--- src/include/ppu_settings.svh ---
`ifndef PPU_SETTINGS_SVH
`define PPU_SETTINGS_SVH

// 640x480 VGA, horizontal counts in pixels
`define H_TOTAL 800
`define H_ACTIVE 640
`define HS_START 656
`define HS_END 752

// vertical counts in lines
`define V_TOTAL 525
`define V_ACTIVE 480
`define VS_START 490
`define VS_END 492

// 2 KB nametable RAM, two screens with vertical mirroring
`define NT_ADDR_W 11

// four background and four sprite palettes of four entries each
`define PAL_ENTRIES 32

// the CPU side runs without back-pressure, so strobes must leave the FSM room to finish
`define STROBE_GAP 4

`endif
--- src/rtl/ppu_pkg.sv ---
`default_nettype none

package ppu_pkg;

	typedef enum logic [2:0] {
		CTRL,
		MASK,
		STATUS,
		OAM_ADDR,
		OAM_DATA,
		SCROLL,
		ADDR,
		DATA
	} reg_sel_t;

	typedef enum logic [1:0] {
		IDLE,
		MEM_WRITE,
		BUF_FETCH,
		BUF_LOAD
	} port_state_t;

	typedef struct packed {
		logic wr;
		logic rd;
		reg_sel_t sel;
		logic [7:0] wdata;
	} cpu_req_t;

	typedef struct packed {
		logic rd;
		logic wr;
		logic [13:0] addr;
		logic [7:0] wdata;
	} mem_req_t;

	typedef struct packed {
		logic [9:0] x;
		logic [9:0] y;
		logic h_blank;
		logic v_blank;
	} vga_pos_t;

	typedef struct packed {
		logic [3:0] r;
		logic [3:0] g;
		logic [3:0] b;
	} rgb_t;

	// 8 bits per channel, red in the top byte
	parameter logic [23:0] MASTER_PALETTE [64] = '{
		24'h545454, 24'h001E74, 24'h081090, 24'h300088,
		24'h440064, 24'h5C0030, 24'h540400, 24'h3C1800,
		24'h202A00, 24'h083A00, 24'h004000, 24'h003C00,
		24'h00323C, 24'h000000, 24'h000000, 24'h000000,

		24'h989698, 24'h084CC4, 24'h3032EC, 24'h5C1EE4,
		24'h8814B0, 24'hA01464, 24'h982220, 24'h783C00,
		24'h545A00, 24'h287200, 24'h087C00, 24'h007628,
		24'h006678, 24'h000000, 24'h000000, 24'h000000,

		24'hECEEEC, 24'h4C9AEC, 24'h787CEC, 24'hB062EC,
		24'hE454EC, 24'hEC58B4, 24'hEC6A64, 24'hD48820,
		24'hA0AA00, 24'h74C400, 24'h4CD020, 24'h38CC6C,
		24'h38B4CC, 24'h3C3C3C, 24'h000000, 24'h000000,

		24'hECEEEC, 24'hA8CCEC, 24'hBCBCEC, 24'hD4B2EC,
		24'hECAEEC, 24'hECAED4, 24'hECB4B0, 24'hE4C490,
		24'hCCD278, 24'hB4DE78, 24'hA8E290, 24'h98E2B4,
		24'hA0D6E4, 24'hA0A2A0, 24'h000000, 24'h000000
	};

endpackage

`default_nettype wire

--- src/rtl/vga_timing.sv ---
`timescale 1ns/1ps
`default_nettype none
`include "ppu_settings.svh"

module vga_timing (
	input wire logic vga_clk,
	input wire logic rst_n,
	output ppu_pkg::vga_pos_t pos,
	output logic hs,
	output logic vs,
	output logic vblank_start,
	output logic vblank_end
);

	logic [9:0] h_cnt;
	logic [9:0] v_cnt;
	logic [9:0] h_next;
	logic [9:0] v_next;

	always_comb begin
		h_next = h_cnt + 10'd1;
		v_next = v_cnt;
		if (h_cnt == `H_TOTAL - 1) begin
			h_next = '0;
			if (v_cnt == `V_TOTAL - 1) begin
				v_next = '0;
			end else begin
				v_next = v_cnt + 10'd1;
			end
		end
	end

	// outputs are decoded from the next count so they line up with h_cnt and v_cnt
	always_ff @(posedge vga_clk or negedge rst_n) begin
		if (!rst_n) begin
			h_cnt <= '0;
			v_cnt <= '0;
			hs <= 1'b0;
			vs <= 1'b0;
			vblank_start <= 1'b0;
			vblank_end <= 1'b0;
		end else begin
			h_cnt <= h_next;
			v_cnt <= v_next;
			hs <= !(h_next >= `HS_START && h_next < `HS_END); // sync pulses are active low
			vs <= !(v_next >= `VS_START && v_next < `VS_END);
			vblank_start <= (h_next == '0) && (v_next == `V_ACTIVE);
			vblank_end <= (h_next == '0) && (v_next == '0);
		end
	end

	always_comb begin
		pos.x = h_cnt;
		pos.y = v_cnt;
		pos.h_blank = (h_cnt >= `H_ACTIVE);
		pos.v_blank = (v_cnt >= `V_ACTIVE);
	end

	a_count_range: assert property (@(posedge vga_clk) disable iff (!rst_n)
		(h_cnt < `H_TOTAL) && (v_cnt < `V_TOTAL));

endmodule

`default_nettype wire

--- config.mk ---
export PLATFORM = sky130hd
export DESIGN_NAME = vga_timing
export DESIGN_NICKNAME = d
export VERILOG_FILES = /design/src/rtl/ppu_pkg.sv /design/src/rtl/vga_timing.sv
export VERILOG_INCLUDE_DIRS = /design/src /design/src/include
export SDC_FILE = /design/constraint.sdc
export NUM_CORES = 1
export LEC_CHECK = 0
export BUFFER_PORTS_ARGS = -buffer_cell sky130_fd_sc_hd__buf_2
export CAP_MARGIN = 5
export CORE_UTILIZATION = 59
export DETAILED_ROUTE_END_ITERATION = 8
export PLACE_DENSITY = 0.87
export SLEW_MARGIN = 20
export SYNTH_ARGS = -nofsm -noshare
export SYNTH_HDL_FRONTEND = slang
export SYNTH_SLANG_ARGS = --single-unit
--- constraint.sdc ---
create_clock -name vga_clk -period 6 [get_ports vga_clk]
set_clock_uncertainty 0.1 [all_clocks]
set_input_delay 1.5 -clock vga_clk [delete_from_list [all_inputs] [get_ports vga_clk]]
set_output_delay 1.5 -clock vga_clk [all_outputs]
set_load 0.05 [all_outputs]
==> results.sh <==
export IMPL_status="complete, no violations"
export IMPL_min_to="h_cnt[0]"
export IMPL_maxSlewViolCount=0
export IMPL_portBuffers=27
export IMPL_wirelength_um=3240
export IMPL_avgSynthCellArea_um2=10.3
export IMPL_finalPower_uw=282
export IMPL_vias=1224
export IMPL_slew_headroom_pct=59.0
export IMPL_grt_overflow_total=0
export IMPL_synth_area_leader_cell="dfrtp_1"
export IMPL_cp_start_kind="flip-flop"
export IMPL_use_met2_pct=40.9
export IMPL_worstPathMaxFanout=9
export IMPL_numClockSinks=24
export IMPL_dp_cells=193
export IMPL_grt_pass1_vias=1094
export IMPL_yosysSeqAreaShare_pct=39.6
export IMPL_holdWs_ps=423
export IMPL_cts_tree="done"
export IMPL_start_util_pct=65.4
export IMPL_period_share_pct=52.6
export IMPL_row_count=17
export IMPL_viasPerCell=6.21
export IMPL_grtUsageMet1_pct=39.3
export IMPL_hold_class="flip-flop to flip-flop"
export IMPL_irDropWorstVdd_mv=0.155
export IMPL_ys_warn_count=0
export IMPL_synth_area_top_cells="dfrtp_1 (40%), buf_6 (4.5%), xnor2_1 (3.5%)"
export IMPL_drt_initial_drc_count=48
export IMPL_layout_common_cells="buf_2 (27), dfrtp_1 (24), inv_1 (10), nand2_1 (9)"
export IMPL_postSynthCellCount=147
export IMPL_post_route_min_period_ps=3150
export IMPL_syn2layout_area_growth_pct=9.25
export IMPL_fmax_mhz=317
export IMPL_grt_pass1_wl_um=5280
export IMPL_rsz0062_at_grt="false"
export IMPL_hold_start="h_cnt[0]"
export IMPL_power_leakage_uw=0.000803
export IMPL_core_area_um2=2320
export IMPL_final_common_cell="buf_2"
export IMPL_drcViolationCount=0
export IMPL_root_buffer="clkbuf_4"
export IMPL_clock_latency_ps=320
export IMPL_cts_buffers=3
export IMPL_netlist_area_um2=1520
export IMPL_r2r_cells=6
export IMPL_ys_ff_latch=24
export IMPL_postCtsSetupBuffers=0
export IMPL_required_ps=4400
export IMPL_grt_max_degree=25
export IMPL_synth_cell_type_count=51
export IMPL_hold_viol=0
export IMPL_drt_pass1_iterations=4
export IMPL_cts_hold_buf=0
export IMPL_final_layout_size_suffix_gt1_share_pct=25.4
export IMPL_globalRouteMet3Util_pct=3.48
export IMPL_path_clk_slew_ps=130
export IMPL_setup_viol=0
export IMPL_fin_cells=197
export IMPL_grt_busiest_layer="met2"
export IMPL_synth_ff_type="dfrtp_1"
export IMPL_crit_arrival_ps=1550
export IMPL_ioPinCount=28
export IMPL_synth_edf_count=0
export IMPL_die_area_um2=2770
export IMPL_rr_endpoint="vs"
export IMPL_die_w_um=52.7
export IMPL_cap_violations=0
export IMPL_r2r_slack_ps=3230
export IMPL_worstMarginPinSlew_ps=613
export IMPL_cts_resized_gates=0
export IMPL_die_y_um=52.7
export IMPL_critPathKind="flip-flop to primary output"
export IMPL_r2r_start="h_cnt[0]"
export IMPL_dp_hpwl_um=2350
export IMPL_gp_congestion=0.910
export IMPL_setup_tns_ps=0
export IMPL_finalNetCount=176
export IMPL_num_antenna_cells=0
export IMPL_routedWlPerCell_um=16.5
export IMPL_grtUsageTotal_pct=26.5
export IMPL_synth_nets=153
export IMPL_min_path_cells=1
export IMPL_antenna_found_initial=0
export IMPL_cp_end_kind="primary output"
export IMPL_powerDensity_nw_per_um2=170
export IMPL_synth_top_cell_area_share_pct=39.6
export IMPL_async_reset_ff_share_pct=100
export IMPL_ant_nets=0
export IMPL_cts_buffer_depth=2
export IMPL_cts_htree_levels=1
[critical path, stage by stage, from the launching register on]
cell	delay [ps]
dfrtp_1	580
nand4_1	260
nand2b_1	130
buf_2	260
[where the power goes]
| group | switching (uW) | leakage [uW] | internal [uW] |
|---|---|---|---|
| combinational | 2.94 | 0.000464 | 0.232 |
| clock | 49.6 | 0.0000279 | 67.6 |
| sequential | 0 | 0.000310 | 162 |
[per-layer routing]
layer  vias up  part of all wire (%)
met1       592                    48
met5         -                     0
met4         0                  0.96
met2        45                    46
met3         4                   5.2
li1        583                     -
[Yosys cell counts (all sizes together), types with 3 or more instances]
master  count
o21a        3
or3         3
inv        10
nor4        6
xnor2       6
nor2        7
nand2       9
buf         9
a31oi       6
a21o        3
nor3        4
dfrtp      24
nand3       7
o21ai       7
xor2        3
nand2b      3
nand4       5
ha          4
[kinds of logic after synthesis]
family                   count (synthesis)  share of synthesized area, %
flip-flops                              24                          39.6
adder cells (fa/ha/maj)                  4                          3.30
buffers and inverters                   19                          7.93
AND/OR/NAND/NOR                         54                          24.9
XOR/XNOR                                 9                          5.20
multiplexers                             1                         0.991
AO/OA/AOI/OAI                           36                          18.1
[flip-flops by register name, summed over array words and instances, names as in the netlist]
register      count
h_cnt            10
v_cnt            10
hs                1
vblank_end        1
vblank_start      1
vs                1
[area by class of cell]
cell class | instances | area (um2)
Inverter | 10 | 37.5
Clock inverter | 1 | 30.0
Fill cell | 169 | 663
Tap cell | 28 | 35.0
Multi-Input combinational cell | 104 | 795
Clock buffer | 3 | 22.5
Timing Repair Buffer | 27 | 135
Sequential cell | 24 | 601
[how the worst max path moves through the flow]
stage          slack [ps]     end      from  depth (start not counted)
2_1_floorplan        2970  pos[0]  v_cnt[5]                          2
3_3_place_gp         3300  pos[0]  v_cnt[7]                          3
3_5_place_dp         3250  pos[0]  v_cnt[7]                          3
4_1_cts              2870  pos[0]  v_cnt[7]                          3
5_1_grt              2760  pos[0]  v_cnt[7]                          3
6_report             2850  pos[0]  v_cnt[7]                          3
[stage by stage]
step                cell area [um2]  setup slack [ps]  util, %
detailed placement             1600              3250     69.1
floorplan                      1520              2970        -
CTS                            1660              2870     71.4
global route                   1660              2760     71.4
finish                         1660              2850     71.4
global placement               1600              3300     69.1
Note: power is estimated with default switching activity, not from simulation.
