**src/include/ppu_settings.svh**
```systemverilog
`ifndef PPU_SETTINGS_SVH
`define PPU_SETTINGS_SVH

// 640x480 VGA, horizontal counts in pixels
`define H_TOTAL 800
`define H_ACTIVE 640
`define HS_START 656
`define HS_END 752

// vertical counts in lines
`define V_TOTAL 525
`define V_ACTIVE 480
`define VS_START 490
`define VS_END 492

// 2 KB nametable RAM, two screens with vertical mirroring
`define NT_ADDR_W 11

// four background and four sprite palettes of four entries each
`define PAL_ENTRIES 32

// the CPU side runs without back-pressure, so strobes must leave the FSM room to finish
`define STROBE_GAP 4

`endif
```
**src/rtl/ppu_pkg.sv**
```systemverilog
`default_nettype none

package ppu_pkg;

	typedef enum logic [2:0] {
		CTRL,
		MASK,
		STATUS,
		OAM_ADDR,
		OAM_DATA,
		SCROLL,
		ADDR,
		DATA
	} reg_sel_t;

	typedef enum logic [1:0] {
		IDLE,
		MEM_WRITE,
		BUF_FETCH,
		BUF_LOAD
	} port_state_t;

	typedef struct packed {
		logic wr;
		logic rd;
		reg_sel_t sel;
		logic [7:0] wdata;
	} cpu_req_t;

	typedef struct packed {
		logic rd;
		logic wr;
		logic [13:0] addr;
		logic [7:0] wdata;
	} mem_req_t;

	typedef struct packed {
		logic [9:0] x;
		logic [9:0] y;
		logic h_blank;
		logic v_blank;
	} vga_pos_t;

	typedef struct packed {
		logic [3:0] r;
		logic [3:0] g;
		logic [3:0] b;
	} rgb_t;

	// 8 bits per channel, red in the top byte
	parameter logic [23:0] MASTER_PALETTE [64] = '{
		24'h545454, 24'h001E74, 24'h081090, 24'h300088,
		24'h440064, 24'h5C0030, 24'h540400, 24'h3C1800,
		24'h202A00, 24'h083A00, 24'h004000, 24'h003C00,
		24'h00323C, 24'h000000, 24'h000000, 24'h000000,

		24'h989698, 24'h084CC4, 24'h3032EC, 24'h5C1EE4,
		24'h8814B0, 24'hA01464, 24'h982220, 24'h783C00,
		24'h545A00, 24'h287200, 24'h087C00, 24'h007628,
		24'h006678, 24'h000000, 24'h000000, 24'h000000,

		24'hECEEEC, 24'h4C9AEC, 24'h787CEC, 24'hB062EC,
		24'hE454EC, 24'hEC58B4, 24'hEC6A64, 24'hD48820,
		24'hA0AA00, 24'h74C400, 24'h4CD020, 24'h38CC6C,
		24'h38B4CC, 24'h3C3C3C, 24'h000000, 24'h000000,

		24'hECEEEC, 24'hA8CCEC, 24'hBCBCEC, 24'hD4B2EC,
		24'hECAEEC, 24'hECAED4, 24'hECB4B0, 24'hE4C490,
		24'hCCD278, 24'hB4DE78, 24'hA8E290, 24'h98E2B4,
		24'hA0D6E4, 24'hA0A2A0, 24'h000000, 24'h000000
	};

endpackage

`default_nettype wire

```
**src/rtl/ppu_cpu_port.sv**
```systemverilog
`timescale 1ns/1ps
`default_nettype none
`include "ppu_settings.svh"

module ppu_cpu_port (
	input wire logic vga_clk,
	input wire logic rst_n,
	input wire ppu_pkg::cpu_req_t cpu,
	input wire logic vblank_start,
	input wire logic vblank_end,
	input wire logic [7:0] mem_rdata,
	output ppu_pkg::mem_req_t mem,
	output logic [7:0] rdata,
	output logic nmi
);

	import ppu_pkg::*;

	port_state_t state;
	logic [7:0] ctrl;
	logic toggle;
	logic [13:0] vaddr;
	logic [7:0] rd_buf;
	logic [7:0] wr_data;
	logic vblank_flag;
	logic [13:0] step;
	logic cpu_strobe;
	logic status_rd;

	assign step = ctrl[2] ? 14'd32 : 14'd1; // ctrl bit 2 walks down a nametable column
	assign cpu_strobe = cpu.wr | cpu.rd;
	assign status_rd = (state == IDLE) && cpu.rd && (cpu.sel == STATUS);

	always_ff @(posedge vga_clk or negedge rst_n) begin
		if (!rst_n) begin
			state <= IDLE;
			ctrl <= '0;
			toggle <= 1'b0;
			vaddr <= '0;
			rd_buf <= '0;
			rdata <= '0;
		end else begin
			case (state)
				IDLE: begin
					if (cpu.wr) begin
						case (cpu.sel)
							CTRL: ctrl <= cpu.wdata;
							ADDR: begin
								if (!toggle) begin
									vaddr[13:8] <= cpu.wdata[5:0]; // high byte goes first
								end else begin
									vaddr[7:0] <= cpu.wdata;
								end
								toggle <= !toggle;
							end
							DATA: state <= MEM_WRITE;
							default: ; // mask, OAM and scroll writes have no effect here
						endcase
					end else if (cpu.rd) begin
						case (cpu.sel)
							STATUS: begin
								rdata <= {vblank_flag, 7'b0};
								toggle <= 1'b0;
							end
							DATA: begin
								rdata <= rd_buf; // the CPU sees the previous fetch
								state <= BUF_FETCH;
							end
							default: ;
						endcase
					end
				end
				MEM_WRITE: begin
					vaddr <= vaddr + step;
					state <= IDLE;
				end
				BUF_FETCH: state <= BUF_LOAD;
				BUF_LOAD: begin
					rd_buf <= mem_rdata;
					vaddr <= vaddr + step;
					state <= IDLE;
				end
				default: state <= IDLE;
			endcase
		end
	end

	always_ff @(posedge vga_clk) begin
		if (cpu.wr && (cpu.sel == DATA)) begin
			wr_data <= cpu.wdata;
		end
	end

	// a vblank that begins on the same cycle as a status read stays visible
	always_ff @(posedge vga_clk or negedge rst_n) begin
		if (!rst_n) begin
			vblank_flag <= 1'b0;
			nmi <= 1'b0;
		end else begin
			if (vblank_start) begin
				vblank_flag <= 1'b1;
			end else if (vblank_end || status_rd) begin
				vblank_flag <= 1'b0;
			end
			nmi <= vblank_flag & ctrl[7];
		end
	end

	always_comb begin
		mem.rd = (state == BUF_FETCH);
		mem.wr = (state == MEM_WRITE);
		mem.addr = vaddr;
		mem.wdata = wr_data;
	end

	a_strobe_idle: assert property (@(posedge vga_clk) disable iff (!rst_n)
		cpu_strobe |-> (state == IDLE));

	a_strobe_gap: assert property (@(posedge vga_clk) disable iff (!rst_n)
		cpu_strobe |=> !cpu_strobe [*(`STROBE_GAP - 1)]);

endmodule

`default_nettype wire

```
**config.mk**
```make
export PLATFORM = sky130hd
export DESIGN_NAME = ppu_cpu_port
export DESIGN_NICKNAME = d
export VERILOG_FILES = /design/src/rtl/ppu_pkg.sv /design/src/rtl/ppu_cpu_port.sv
export VERILOG_INCLUDE_DIRS = /design/src /design/src/include
export SDC_FILE = /design/constraint.sdc
export NUM_CORES = 1
export LEC_CHECK = 0
export BUFFER_PORTS_ARGS = -buffer_cell sky130_fd_sc_hd__buf_2
export CAP_MARGIN = 20
export CORE_MARGIN = 5
export CORE_UTILIZATION = 40
export DETAILED_ROUTE_END_ITERATION = 8
export SETUP_SLACK_MARGIN = 0.3
export SYNTH_ARGS = -nofsm -noshare
export SYNTH_HDL_FRONTEND = slang
export SYNTH_SLANG_ARGS = --single-unit
```
**constraint.sdc**
```tcl
create_clock -name vga_clk -period 4 [get_ports vga_clk]
set_input_delay 0.6 -clock vga_clk [delete_from_list [all_inputs] [get_ports vga_clk]]
set_output_delay 0.6 -clock vga_clk [all_outputs]
set_load 0.03 [all_outputs]
```
==> run_results.csv <==
group,metric,value,unit
status,outcome,"complete, no violations",
run,max_cap_violations,0,
place,dp_worst_setup_slack,1.597,ns
place,numPortBuffers,57,
finish,diodes,0,
timing,finClkSkew,0.01014,ns
cts,clk_path_buf_depth,2,
power,switching_power,0.8397,mW
routing,drtIter0Drc,85,
routing,wl_per_cell,15.59,um
cts,cts-root-buf,"clkbuf_8",
power,p_leak,1.241,nW
die,rows,27,
timing,rsz0062_at_grt,"false",
routing,met2WireLength,2430,um
timing,slew_headroom,36.88,%
critical_path,worstPathCellList,"inv_1, nor2_1, buf_2",
logic_synthesis,synth_top_flop_cell,"dfrtp_1",
routing,drc,0,
power,p_clk_share,14.7,%
finish,final_area,2724,sq um
cts,cts_hold_buf,0,
cts,cts.reportedPaths.clkPinSlew,0.09,ns
cts,clock-sinks,45,
logic_synthesis,synthSimpleGateAreaFrac,15.26,%
timing,setup_viol,0,
timing,finalSetupTns,0,ns
routing,ant_nets,0,
finish,layout.nets,293,
critical_path,critPathSlowestCell,"dfrtp_1",
cts,numCtsBuffers,5,
routing,top_layer,"met4",
logic_synthesis,avgSynthCellArea,11.02,sq um
finish,n_fill_cell,538,
cts,insertion_delay,0.30,ns
timing,drv_slew,0,
place,dpl.hpwl,3816,um
logic_synthesis,ys_seq_elements,45,
global_route,antenna_found_initial,0,
die,fp.dieW,85.89,um
power,cell_internal_pwr,1.086,mW
global_route,grt_max_degree,38,
cts,post_cts_resized,0,
die,die_area,7376,sq um
die,start_util,41.58,%
critical_path,cp.arrival,2.12,ns
logic_synthesis,ys_seq_area_share,50.62,%
critical_path,slowest_delay,0.98,ns
power,seqPwrFrac,42.6,%
timing,worst_pin_slew,0.9468,ns
critical_path,startpoint_type,"flip-flop",
power,vdd_drop_max,341.5,uV
die,die_h,85.89,um
timing,clock.fmax,368.1,MHz
critical_path,worstPathRequired,3.40,ns
global_route,grt_pass1_wl,8887,um
logic_synthesis,synth-xor-area-share,2.281,%
cts,cts_tree,"yes",
logic_synthesis,async_reset_ff_share,82.22,%
global_route,overflow,0,
logic_synthesis,syn_area,2303,sq um
logic_synthesis,syn-instance-count,209,
logic_synthesis,synth_top_family_by_area,"simple AND/OR/NAND/NOR gates",
finish,drive_gt1_share,30.08,%
hold_path,hold_class,"in2async",
die,io_pins,58,
logic_synthesis,synth_cell_types,45,
finish,layout_common_cells,"57 x buf_2, 37 x dfrtp_1, 20 x nand2_1",
logic_synthesis,yosys_warnings,0,
critical_path,crit_type,"reg2out",
logic_synthesis,syn_nets,237,
global_route,grt_pass1_vias,1747,
logic_synthesis,synth.area.mux_share,12.82,%
logic_synthesis,synthAdderAreaFrac,1.630,%
routing,drt-total-wl,5270,um
timing,hold_viol_final,0,
logic_synthesis,synth_edf_count,8,
critical_path,critical_path.top_delay_family,"flip-flops",
routing,vias,1799,
power,p_comb_share,42.7,%
global_route,grt_use_total,15.28,%
logic_synthesis,synth_compound_area_share,13.53,%
timing,worst_slack,1.283,ns
finish,final_common_cell,"buf_2",
place,globalplace.congestion,0.8048,
critical_path,endpoint_kind,"output port",
die,core,5540,sq um
power,pwr_density_cell,707.0,nW/um^2
cts,htree_num_levels,2,
critical_path,crit_buf_inv,2,
routing,wl_met1,2435,um
place,dpl_cell_area,2639,sq um
routing,wl_met3,330,um
timing,finalCritPeriodShare,67.92,%
finish,syn_to_final_growth,18.25,%
power,swShare,43.60,%
timing,hold_slack,0.4009,ns
critical_path,critPathMaxFanout,28,
routing,vias_per_cell,5.322,
cts,post_cts_buffers,0,
routing,detail_route.first_pass.iterations,4,
timing,layout_min_cycle_time,2.717,ns
[power groups by stage]
stage	combinational, mW	sequential (mW)	clock [mW]
finish	0.823	0.821	0.283
global route	0.904	0.855	0.317
CTS	0.836	0.823	0.291
detailed placement	0.835	0.831	0
global placement	0.817	0.826	0
floorplan	0.478	0.948	0
[final timing paths]
| check | start | endpoint | slack, ns | cells after the start |
|---|---|---|---|---|
| min in group vga_clk | vblank_start | vblank_flag | 0.49 | 2 |
| setup / recovery | state[0] | mem[22] | 1.28 | 3 |
| max in group asynchronous | rst_n | rd_buf[5] | 3.06 | 1 |
| hold / removal | rst_n | vaddr[4] | 0.40 | 1 |
| setup reg to reg | state[0] | vaddr[10] | 1.81 | 3 |
| hold reg to reg | ctrl[7] | nmi | 0.49 | 1 |
[sequential cells by signal, indices dropped and copies added (netlist names)]
signal and cells:
rd_buf 8, wr_data 8, nmi 1, vaddr 14, ctrl 2, state 2
vblank_flag 1, toggle 1, rdata 8
[routing by layer]
layer / vias to the layer above / GRT usage, %
met2: 47 / 23.69
met4: 0 / 4.748
met5: - / 0
met1: 872 / 20.79
li1: 874 / -
met3: 6 / 4.131
[cells by family (layout without fill, tap and decap cells)]
kind of cell,Yosys count,in the layout
simple gates,63,63
fa+ha+maj,3,3
compound gates,43,43
buf+inv,21,78
flops,45,45
xor+xnor,6,6
mux,28,28
[area by class of cell]
| class | count | area [sq um] | area share (%) |
|---|---|---|---|
| flip-flops and latches | 45 | 1166 | 42.81 |
| multi-input cells | 143 | 1049 | 38.49 |
| repair buffers | 57 | 285.3 | 10.47 |
| well taps | 72 | 90.09 | 3.307 |
| clock buffers | 5 | 68.82 | 2.526 |
| inverters | 13 | 48.80 | 1.791 |
| clock inverters | 3 | 16.27 | 0.5972 |
[through the flow]
step | power, mW | utilization, % | std cells
after floorplan | 1.426 | - | 209
after global placement | 1.643 | 47.63 | 330
after detailed placement | 1.665 | 47.63 | 330
after CTS | 1.950 | 49.16 | 338
after global routing | 2.076 | 49.16 | 338
final | 1.926 | 49.16 | 338
[cell usage after synthesis, types with 3 or more instances]
master,instances,area (sq um)
dfrtp_1,37,925.9
nand2_1,20,75.07
mux2i_1,16,160.2
inv_1,13,48.80
mux2_2,10,112.6
a22o_1,8,70.07
edfxtp_1,8,240.2
nor2b_1,8,50.05
o22ai_1,8,50.05
nand3_1,5,25.02
nor2_1,5,18.77
a21oi_1,4,20.02
clkbuf_1,4,15.01
o21ai_1,4,20.02
and2_1,3,18.77
and3_1,3,18.77
ha_1,3,37.54
nand3b_1,3,22.52
nand4_1,3,18.77
o211a_1,3,30.03
o211ai_1,3,22.52
or3_1,3,18.77
or4_1,3,22.52
xnor2_1,3,26.28
xor2_1,3,26.28
(Power assumes the default switching activity.)
