`src/include/ppu_settings.svh`:
```
`ifndef PPU_SETTINGS_SVH
`define PPU_SETTINGS_SVH

// 640x480 VGA, horizontal counts in pixels
`define H_TOTAL 800
`define H_ACTIVE 640
`define HS_START 656
`define HS_END 752

// vertical counts in lines
`define V_TOTAL 525
`define V_ACTIVE 480
`define VS_START 490
`define VS_END 492

// 2 KB nametable RAM, two screens with vertical mirroring
`define NT_ADDR_W 11

// four background and four sprite palettes of four entries each
`define PAL_ENTRIES 32

// the CPU side runs without back-pressure, so strobes must leave the FSM room to finish
`define STROBE_GAP 4

`endif
```
`src/rtl/ppu_pkg.sv`:
```
`default_nettype none

package ppu_pkg;

	typedef enum logic [2:0] {
		CTRL,
		MASK,
		STATUS,
		OAM_ADDR,
		OAM_DATA,
		SCROLL,
		ADDR,
		DATA
	} reg_sel_t;

	typedef enum logic [1:0] {
		IDLE,
		MEM_WRITE,
		BUF_FETCH,
		BUF_LOAD
	} port_state_t;

	typedef struct packed {
		logic wr;
		logic rd;
		reg_sel_t sel;
		logic [7:0] wdata;
	} cpu_req_t;

	typedef struct packed {
		logic rd;
		logic wr;
		logic [13:0] addr;
		logic [7:0] wdata;
	} mem_req_t;

	typedef struct packed {
		logic [9:0] x;
		logic [9:0] y;
		logic h_blank;
		logic v_blank;
	} vga_pos_t;

	typedef struct packed {
		logic [3:0] r;
		logic [3:0] g;
		logic [3:0] b;
	} rgb_t;

	// 8 bits per channel, red in the top byte
	parameter logic [23:0] MASTER_PALETTE [64] = '{
		24'h545454, 24'h001E74, 24'h081090, 24'h300088,
		24'h440064, 24'h5C0030, 24'h540400, 24'h3C1800,
		24'h202A00, 24'h083A00, 24'h004000, 24'h003C00,
		24'h00323C, 24'h000000, 24'h000000, 24'h000000,

		24'h989698, 24'h084CC4, 24'h3032EC, 24'h5C1EE4,
		24'h8814B0, 24'hA01464, 24'h982220, 24'h783C00,
		24'h545A00, 24'h287200, 24'h087C00, 24'h007628,
		24'h006678, 24'h000000, 24'h000000, 24'h000000,

		24'hECEEEC, 24'h4C9AEC, 24'h787CEC, 24'hB062EC,
		24'hE454EC, 24'hEC58B4, 24'hEC6A64, 24'hD48820,
		24'hA0AA00, 24'h74C400, 24'h4CD020, 24'h38CC6C,
		24'h38B4CC, 24'h3C3C3C, 24'h000000, 24'h000000,

		24'hECEEEC, 24'hA8CCEC, 24'hBCBCEC, 24'hD4B2EC,
		24'hECAEEC, 24'hECAED4, 24'hECB4B0, 24'hE4C490,
		24'hCCD278, 24'hB4DE78, 24'hA8E290, 24'h98E2B4,
		24'hA0D6E4, 24'hA0A2A0, 24'h000000, 24'h000000
	};

endpackage

`default_nettype wire

```
`src/rtl/pixel_out.sv`:
```
`timescale 1ns/1ps
`default_nettype none

module pixel_out (
	input wire logic vga_clk,
	input wire logic rst_n,
	input wire ppu_pkg::vga_pos_t pos,
	input wire logic [7:0] backdrop,
	output ppu_pkg::rgb_t rgb
);

	import ppu_pkg::*;

	logic [23:0] colour;
	logic blank;
	rgb_t rgb_next;

	// the DAC only takes four bits per channel
	always_comb begin
		colour = MASTER_PALETTE[backdrop[5:0]];
		rgb_next.r = colour[23:20];
		rgb_next.g = colour[15:12];
		rgb_next.b = colour[7:4];
	end

	assign blank = pos.h_blank | pos.v_blank; // monitors expect black outside the active area

	always_ff @(posedge vga_clk or negedge rst_n) begin
		if (!rst_n) begin
			rgb <= '0;
		end else if (blank) begin
			rgb <= '0;
		end else begin
			rgb <= rgb_next;
		end
	end

endmodule

`default_nettype wire

```
`config.mk`:
```
export PLATFORM = sky130hd
export DESIGN_NAME = pixel_out
export DESIGN_NICKNAME = d
export VERILOG_FILES = /design/src/include/ppu_settings.svh /design/src/rtl/ppu_pkg.sv /design/src/rtl/pixel_out.sv
export SDC_FILE = /design/constraint.sdc
export NUM_CORES = 1
export LEC_CHECK = 0
export BUFFER_PORTS_ARGS = -buffer_cell sky130_fd_sc_hd__clkbuf_2
export CAP_MARGIN = 40
export CORE_ASPECT_RATIO = 0.8
export CORE_MARGIN = 1.5
export CORE_UTILIZATION = 52
export CTS_BUF_LIST = sky130_fd_sc_hd__clkbuf_16
export CTS_CLUSTER_SIZE = 8
export DETAILED_ROUTE_END_ITERATION = 10
export PLACE_DENSITY = 0.78
export SETUP_SLACK_MARGIN = 0.02
export SYNTH_ARGS = -nofsm -noshare
export SYNTH_HDL_FRONTEND = slang
export SYNTH_SLANG_ARGS = --single-unit
```
`constraint.sdc`:
```
create_clock -name vga_clk -period 0.8 [get_ports vga_clk]
set_input_delay 0.16 -clock vga_clk [delete_from_list [all_inputs] [get_ports vga_clk]]
set_output_delay 0.16 -clock vga_clk [all_outputs]
set_load 0.005 [all_outputs]
```
==> report_table.html, run 1 <==
<table>
<tr><th>Metric</th><th>Value</th></tr>
<tr><th colspan="2">Layout</th></tr>
<tr><td>Area taken by flip-flops and latches</td><td>300 sq um</td></tr>
<tr><td>Number of antenna repair diodes</td><td>0</td></tr>
<tr><td>Flip-flop count of the largest register, all copies and words added</td><td>12</td></tr>
<tr><td>Area of the multi-input gates</td><td>0.00133 sq mm</td></tr>
<tr><td>Layout overhead on the synthesized area</td><td>65.1%</td></tr>
<tr><td>Fraction of layout instances using a drive strength above 1</td><td>59.6%</td></tr>
<tr><td>Final #Nets</td><td>308</td></tr>
<tr><td>Regs by FF count</td><td>rgb x12</td></tr>
<tr><td>Final standard cell utilization of the core</td><td>90.7%</td></tr>
<tr><td>Register bank with the most flops</td><td>rgb</td></tr>
<tr><td>Filler cells</td><td>114</td></tr>
<tr><td>Final Non-Filler Cells</td><td>303</td></tr>
<tr><th colspan="2">Timing</th></tr>
<tr><td>Worst-margin pin slew</td><td>387 ps</td></tr>
<tr><td>Unrepaired setup endpoints after global routing</td><td>true</td></tr>
<tr><td>Max Freq</td><td>751 MHz</td></tr>
<tr><td>Time the final worst path needs with I/O delays and setup</td><td>1330 ps</td></tr>
<tr><td>Max-slew violation total from the final report</td><td>0</td></tr>
<tr><td>Number of failing hold endpoints at the final stage</td><td>0</td></tr>
<tr><td>Worst setup margin</td><td>-532 ps</td></tr>
<tr><td>Worst slew margin</td><td>74.2%</td></tr>
<tr><td>Number of setup violations in the final report</td><td>24</td></tr>
<tr><td>Worst hold margin</td><td>344 ps</td></tr>
<tr><td>Post-route fraction of the period consumed by the critical path</td><td>167%</td></tr>
<tr><th colspan="2">Setup path</th></tr>
<tr><td>Crit-path max cell delay</td><td>270 ps</td></tr>
<tr><td>Arrival time of data at the critical path endpoint</td><td>1450 ps</td></tr>
<tr><td>Crit-path cells</td><td>clkbuf_16 -&gt; inv_6 -&gt; ha_2 -&gt; nor2_2 -&gt; buf_4 -&gt; a211oi_1 -&gt; a21oi_1 -&gt; nor2_1 -&gt; nor3_2</td></tr>
<tr><td>Kind of end point of the critical path</td><td>register</td></tr>
<tr><td>Critical path's slowest cell</td><td>sky130_fd_sc_hd__a211oi_1</td></tr>
<tr><td>Required time at the endpoint of the critical path</td><td>920 ps</td></tr>
<tr><td>Kind of cell with the highest combined delay on the critical path</td><td>buffers and inverters</td></tr>
<tr><td>Critical path type</td><td>in -&gt; reg</td></tr>
<tr><td>Launching element type of the critical path</td><td>primary input</td></tr>
<tr><td>Maximum fanout along the worst path</td><td>5</td></tr>
<tr><td>Worst path bufs/invs</td><td>3</td></tr>
<tr><th colspan="2">Logic synthesis</th></tr>
<tr><td>Cell count after synthesis</td><td>194</td></tr>
<tr><td>Net count of the mapped netlist</td><td>236</td></tr>
<tr><td>Most frequent cells after synthesis</td><td>27 x sky130_fd_sc_hd__a21oi_1, 24 x sky130_fd_sc_hd__nand2_1, 14 x sky130_fd_sc_hd__nor2_1</td></tr>
<tr><td>Synthesized area divided by synthesized cell count</td><td>7.83 sq um</td></tr>
<tr><td>Cells taking the most area after synthesis</td><td>sky130_fd_sc_hd__dfrtp_1 20%, sky130_fd_sc_hd__a21oi_1 8.9%, sky130_fd_sc_hd__ha_1 8.2%</td></tr>
<tr><td>Cell accounting for the most synthesized area</td><td>sky130_fd_sc_hd__dfrtp_1</td></tr>
<tr><td>Post-Synthesis Cell Area</td><td>0.00152 sq mm</td></tr>
<tr><td>Fraction of synthesized cell area taken by the top area cell type</td><td>19.8%</td></tr>
<tr><td>Count of yosys warnings during synthesis</td><td>0</td></tr>
<tr><td>Number of enable flip-flop cells after synthesis</td><td>0</td></tr>
<tr><td>Count of unique library cells instantiated by Yosys</td><td>50</td></tr>
<tr><td>Most frequent cell after synthesis</td><td>sky130_fd_sc_hd__a21oi_1</td></tr>
<tr><td>Sequential share of the synthesized area</td><td>19.8%</td></tr>
<tr><td>Synth Flop Type</td><td>sky130_fd_sc_hd__dfrtp_1</td></tr>
<tr><td>Flop and latch count out of synthesis</td><td>12</td></tr>
<tr><td>Async SR Flop Fraction</td><td>100%</td></tr>
<tr><th colspan="2">Outcome</th></tr>
<tr><td>Failing checks</td><td>setup timing</td></tr>
<tr><td>Result of the run</td><td>finished with violations</td></tr>
<tr><th colspan="2">Power and ir drop</th></tr>
<tr><td>Switching part of the total power</td><td>34.8%</td></tr>
<tr><td>Total internal power</td><td>1910 uW</td></tr>
<tr><td>Portion of total power attributed to sequential cells</td><td>22.3%</td></tr>
<tr><td>Power after layout</td><td>2930 uW</td></tr>
<tr><td>Combinational Power Share</td><td>45.3%</td></tr>
<tr><td>Leakage power</td><td>0.00112 uW</td></tr>
<tr><td>Switching power summed over all nets</td><td>1020 uW</td></tr>
<tr><td>Clock network power share</td><td>32.4%</td></tr>
<tr><td>Power density of the placed cells</td><td>1170 mW/mm^2</td></tr>
<tr><td>VDD IR max</td><td>0.677 mV</td></tr>
<tr><th colspan="2">Global route</th></tr>
<tr><td>GRT overflow</td><td>0</td></tr>
<tr><td>Pin count of the biggest net entering global routing</td><td>17</td></tr>
<tr><td>Wire length of the first global-routing pass</td><td>9.00 mm</td></tr>
<tr><td>Total GRT Usage</td><td>36.5%</td></tr>
<tr><td>Number of antenna violations at the first check in global routing</td><td>0</td></tr>
<tr><td>Vias in the first global route</td><td>1855</td></tr>
<tr><th colspan="2">Place</th></tr>
<tr><td>Weighted congestion at the end of routability-driven global placement</td><td>0.930</td></tr>
<tr><td>Number of buffers added on ports</td><td>21</td></tr>
<tr><td>Number of placed instances with taps included</td><td>286</td></tr>
<tr><td>Placed wire-length estimate after detailed placement</td><td>3.89 mm</td></tr>
<tr><th colspan="2">Drt</th></tr>
<tr><td>Routed vias/inst</td><td>6.81</td></tr>
<tr><td>Number of remaining DRC errors</td><td>0</td></tr>
<tr><td>Count of antenna-violating nets left after detailed routing</td><td>0</td></tr>
<tr><td>Drt first-iter violations</td><td>300</td></tr>
<tr><td>Routed wire length</td><td>7.16 mm</td></tr>
<tr><td>1st-pass router iterations</td><td>6</td></tr>
<tr><td>DR WL/cell</td><td>23.6 um</td></tr>
<tr><td>DR vias</td><td>2064</td></tr>
<tr><th colspan="2">Clock tree</th></tr>
<tr><td>CTS HTree Levels</td><td>1</td></tr>
<tr><td>Clock Path Buffers</td><td>2</td></tr>
<tr><td>Clock transition at the registers of the reported paths</td><td>50 ps</td></tr>
<tr><td>Clk sinks</td><td>12</td></tr>
<tr><td>CTS buffer count</td><td>3</td></tr>
<tr><td>Library cell used as clock root buffer</td><td>sky130_fd_sc_hd__clkbuf_16</td></tr>
<tr><td>TritonCTS clock tree</td><td>built</td></tr>
<tr><th colspan="2">Floorplan</th></tr>
<tr><td>Die outline width</td><td>63.4 um</td></tr>
<tr><td>Height of the die</td><td>51.3 um</td></tr>
<tr><td>Area of the placeable core</td><td>0.00277 sq mm</td></tr>
<tr><td>Number of rows created at floorplan</td><td>17</td></tr>
<tr><td>Number of ports placed on the die boundary</td><td>44</td></tr>
<tr><td>Total Die Area</td><td>0.00326 sq mm</td></tr>
<tr><td>Starting density of the core</td><td>54.9%</td></tr>
<tr><th colspan="2">Job</th></tr>
<tr><td>Number of maximum-capacitance violations</td><td>0</td></tr>
<tr><th colspan="2">Worst hold path</th></tr>
<tr><td>Worst min path class</td><td>in -&gt; async</td></tr>
</table>
## per-layer routing
metal / part of all wire, % / track usage (%)
met5: 0 / 0
met4: 7.2 / 17.8
met1: 37 / 44.5
met3: 11 / 5.73
met2: 45 / 63.3
## cells in the final DEF, fill, tap and decap left out, drive strengths merged, types with 2 or more instances in the layout
cell type / count
a221oi: 4
o311ai: 3
clkbuf: 23
nand4: 2
mux2: 3
o21ai: 15
nor2: 15
ha: 10
a31oi: 8
a211oi: 2
nand2: 26
or2: 2
nor2b: 2
mux2i: 2
nand2b: 10
dfrtp: 12
a21oi: 28
nor3: 2
inv: 6
o211ai: 7
o221ai: 3
buf: 65
o31ai: 2
## logic make-up (layout without fill, tap and decap cells)
group | count (synthesis) | after routing | synth area share [%]
AND/OR/NAND/NOR | 62 | 62 | 19.9
adder cells (fa/ha/maj) | 10 | 10 | 8.24
buffers and inverters | 25 | 96 | 11.2
flip-flops | 12 | 12 | 19.8
multiplexers | 6 | 6 | 5.52
AO/OA/AOI/OAI | 79 | 79 | 35.3
## metrics by stage
stage | area, sq um | setup WS [ps] | setup TNS (ps)
2_1_floorplan | 1680 | -499 | -4430
3_3_place_gp | 2050 | -826 | -8140
5_1_grt | 2510 | -570 | -6100
6_report | 2510 | -532 | -5640
4_1_cts | 2300 | -386 | -4430
3_5_place_dp | 2050 | -840 | -8320
## worst max path at each step
stage	cells past startpoint	start	endpoint	slack [ps]
floorplan	8	backdrop[0]	rgb[4]	-500
global placement	8	backdrop[1]	rgb[6]	-830
detailed placement	8	backdrop[1]	rgb[6]	-840
CTS	8	backdrop[1]	rgb[6]	-390
global route	8	backdrop[1]	rgb[4]	-570
finish	9	backdrop[1]	rgb[5]	-530
## final cells by class
| type | instances | area share (%) |
|---|---|---|
| clock buffer | 3 | 2.99 |
| clock inverter | 1 | 0.150 |
| inverter | 6 | 1.50 |
| multi-input combinational | 157 | 53.1 |
| sequential | 12 | 12.0 |
| tap | 38 | 1.90 |
| timing repair buffer | 86 | 28.3 |
## power by group through the flow
stage | clock network (uW) | registers, uW | logic, uW
2_1_floorplan | 0 | 663 | 630
3_3_place_gp | 0 | 657 | 966
3_5_place_dp | 0 | 659 | 993
4_1_cts | 931 | 650 | 1090
5_1_grt | 986 | 653 | 1380
6_report | 947 | 652 | 1330
## repair_timing
action / CTS / global route
setup buffers: 4 / 8
hold buffers: 1 / 0
endpoints found under the setup margin: 24 / 24
resized for setup: 29 / 37
pin swaps: 10 / 14
hold endpoints to repair: 12 / 0
cloned: 0 / 0
No activity file was read; power rests on OpenSTA's default activity.
==> run 2, diff against run 1 <==
--- a/config.mk
+++ b/config.mk
@@ -15,6 +15,7 @@
 export DETAILED_ROUTE_END_ITERATION = 10
 export PLACE_DENSITY = 0.78
 export SETUP_SLACK_MARGIN = 0.02
+export SKIP_LAST_GASP = 1
 export SYNTH_ARGS = -nofsm -noshare
 export SYNTH_HDL_FRONTEND = slang
 export SYNTH_SLANG_ARGS = --single-unit
==> report_table.html, run 2 (synthesized netlist as in run 1, its figures left out) <==
<table>
<tr><th>Metric</th><th>Value</th></tr>
<tr><th colspan="2">Drt</th></tr>
<tr><td>Count of antenna-violating nets left after detailed routing</td><td>0</td></tr>
<tr><td>Drt first-iter violations</td><td>339</td></tr>
<tr><td>Routed wire length</td><td>7.16 mm</td></tr>
<tr><td>Number of remaining DRC errors</td><td>0</td></tr>
<tr><td>DR WL/cell</td><td>23.9 um</td></tr>
<tr><td>Routed vias/inst</td><td>6.93</td></tr>
<tr><td>DR vias</td><td>2072</td></tr>
<tr><td>1st-pass router iterations</td><td>5</td></tr>
<tr><th colspan="2">Setup path</th></tr>
<tr><td>Arrival time of data at the critical path endpoint</td><td>1410 ps</td></tr>
<tr><td>Launching element type of the critical path</td><td>primary input</td></tr>
<tr><td>Maximum fanout along the worst path</td><td>5</td></tr>
<tr><td>Kind of end point of the critical path</td><td>register</td></tr>
<tr><td>Required time at the endpoint of the critical path</td><td>940 ps</td></tr>
<tr><td>Critical path type</td><td>in -&gt; reg</td></tr>
<tr><th colspan="2">Power and ir drop</th></tr>
<tr><td>Leakage power</td><td>0.00109 uW</td></tr>
<tr><td>Switching power summed over all nets</td><td>1000 uW</td></tr>
<tr><td>VDD IR max</td><td>0.731 mV</td></tr>
<tr><td>Power density of the placed cells</td><td>1180 mW/mm^2</td></tr>
<tr><td>Combinational Power Share</td><td>44.8%</td></tr>
<tr><td>Total internal power</td><td>1880 uW</td></tr>
<tr><td>Clock network power share</td><td>32.7%</td></tr>
<tr><td>Portion of total power attributed to sequential cells</td><td>22.5%</td></tr>
<tr><td>Switching part of the total power</td><td>34.8%</td></tr>
<tr><th colspan="2">Layout</th></tr>
<tr><td>Number of antenna repair diodes</td><td>0</td></tr>
<tr><td>Highest-count cells in the layout ignoring fill and taps</td><td>52 x sky130_fd_sc_hd__buf_4, 20 x sky130_fd_sc_hd__nand2_1, 19 x sky130_fd_sc_hd__a21oi_1</td></tr>
<tr><td>Fraction of layout instances using a drive strength above 1</td><td>57.5%</td></tr>
<tr><td>Regs by FF count</td><td>rgb x12</td></tr>
<tr><td>Final standard cell utilization of the core</td><td>88.5%</td></tr>
<tr><td>Layout overhead on the synthesized area</td><td>61.0%</td></tr>
<tr><td>Final #Nets</td><td>304</td></tr>
<tr><td>Register bank with the most flops</td><td>rgb</td></tr>
<tr><td>Most common cell after layout, fill and taps aside</td><td>sky130_fd_sc_hd__buf_4</td></tr>
<tr><td>Flip-flop count of the largest register, all copies and words added</td><td>12</td></tr>
<tr><th colspan="2">Floorplan</th></tr>
<tr><td>Height of the die</td><td>51.3 um</td></tr>
<tr><td>Area of the placeable core</td><td>0.00277 sq mm</td></tr>
<tr><td>Number of ports placed on the die boundary</td><td>44</td></tr>
<tr><td>Starting density of the core</td><td>54.9%</td></tr>
<tr><td>Number of rows created at floorplan</td><td>17</td></tr>
<tr><td>Die outline width</td><td>63.4 um</td></tr>
<tr><td>Total Die Area</td><td>0.00326 sq mm</td></tr>
<tr><th colspan="2">Place</th></tr>
<tr><td>Weighted congestion at the end of routability-driven global placement</td><td>0.930</td></tr>
<tr><td>Placed wire-length estimate after detailed placement</td><td>3.89 mm</td></tr>
<tr><td>Number of buffers added on ports</td><td>21</td></tr>
<tr><td>Post-place setup slack</td><td>-840 ps</td></tr>
<tr><th colspan="2">Clock tree</th></tr>
<tr><td>TritonCTS clock tree</td><td>built</td></tr>
<tr><td>CTS buffer count</td><td>3</td></tr>
<tr><td>Clock transition at the registers of the reported paths</td><td>40 ps</td></tr>
<tr><td>Clk sinks</td><td>12</td></tr>
<tr><td>Library cell used as clock root buffer</td><td>sky130_fd_sc_hd__clkbuf_16</td></tr>
<tr><td>CTS HTree Levels</td><td>1</td></tr>
<tr><td>Clock Path Buffers</td><td>2</td></tr>
<tr><th colspan="2">Timing</th></tr>
<tr><td>Worst-margin pin slew</td><td>368 ps</td></tr>
<tr><td>Worst setup margin</td><td>-475 ps</td></tr>
<tr><td>Worst hold margin</td><td>344 ps</td></tr>
<tr><td>Post-route fraction of the period consumed by the critical path</td><td>159%</td></tr>
<tr><td>Number of failing hold endpoints at the final stage</td><td>0</td></tr>
<tr><td>Worst slew margin</td><td>75.5%</td></tr>
<tr><td>Max-slew violation total from the final report</td><td>0</td></tr>
<tr><td>Summed negative setup slack over all endpoints</td><td>-5340 ps</td></tr>
<tr><td>Unrepaired setup endpoints after global routing</td><td>true</td></tr>
<tr><td>Time the final worst path needs with I/O delays and setup</td><td>1280 ps</td></tr>
<tr><td>Max Freq</td><td>784 MHz</td></tr>
<tr><td>Number of setup violations in the final report</td><td>24</td></tr>
<tr><th colspan="2">Global route</th></tr>
<tr><td>Wire length of the first global-routing pass</td><td>8.92 mm</td></tr>
<tr><td>GRT overflow</td><td>0</td></tr>
<tr><td>Total GRT Usage</td><td>36.3%</td></tr>
<tr><td>Pin count of the biggest net entering global routing</td><td>17</td></tr>
<tr><td>Number of antenna violations at the first check in global routing</td><td>0</td></tr>
<tr><td>Vias in the first global route</td><td>1828</td></tr>
<tr><th colspan="2">Outcome</th></tr>
<tr><td>Result of the run</td><td>finished with violations</td></tr>
<tr><td>Failing checks</td><td>setup timing</td></tr>
<tr><th colspan="2">Job</th></tr>
<tr><td>Number of maximum-capacitance violations</td><td>0</td></tr>
<tr><th colspan="2">Worst hold path</th></tr>
<tr><td>Worst min path class</td><td>in -&gt; reg</td></tr>
</table>
==> run 2: changes by cell type in the layout (fill, tap and decap cells not counted), sizes merged <==
cell	delta
buf	-4
==> run 2: power by group through the flow <==
stage | registers (uW) | clock network [uW] | logic, uW
5_1_grt | 653 | 967 | 1350
2_1_floorplan | 663 | 0 | 630
3_3_place_gp | 657 | 0 | 966
3_5_place_dp | 659 | 0 | 993
4_1_cts | 650 | 931 | 1090
6_report | 651 | 944 | 1290
==> run 2: layout make-up <==
type,count,area (sq um)
flip-flops and latches,12,300
clock buffers,3,75.1
repair buffers,82,678
clock inverters,1,3.75
fillers,127,319
multi-input cells,157,1300
inverters,6,42.5
well taps,38,47.5
==> run 2: final timing paths <==
check / from / slack (ps) / endpoint / depth (start not counted)
max: backdrop[1] / -480 / rgb[6] / 8
min in group asynchronous: rst_n / 350 / rgb[11] / 2
max in group asynchronous: rst_n / 210 / rgb[6] / 2
min: pos[1] / 340 / rgb[9] / 5
==> run 2: timing repair <==
action / CTS / global route
hold endpoints to repair: 12 / 0
setup buffers: 4 / 4
hold buffers: 1 / 0
resized for setup: 28 / 31
pin swaps: 10 / 16
setup endpoints to repair: 24 / 24
==> run 2: critical path, cell delays in order <==
cell	delay (ps)
sky130_fd_sc_hd__clkbuf_16	130
sky130_fd_sc_hd__inv_6	50
sky130_fd_sc_hd__ha_2	210
sky130_fd_sc_hd__nor2_2	150
sky130_fd_sc_hd__nor2b_1	90
sky130_fd_sc_hd__o22ai_1	210
sky130_fd_sc_hd__mux2i_1	120
sky130_fd_sc_hd__a221oi_2	290
==> run 2: metal layers <==
layer  up-vias  part of all wire, %  GRT usage [%]
met1       950                   36           44.5
met5         -                    0              0
met3        79                   12           6.17
met4         0                  7.4           17.4
li1        844                    -              -
met2       199                   45           62.5
==> run 2: through the flow <==
step,std cells,area (sq um),power [uW]
finish,299,2450,2890
global route,299,2450,2970
CTS,295,2290,2670
detailed placement,286,2050,1650
global placement,286,2050,1620
floorplan,194,1680,1290
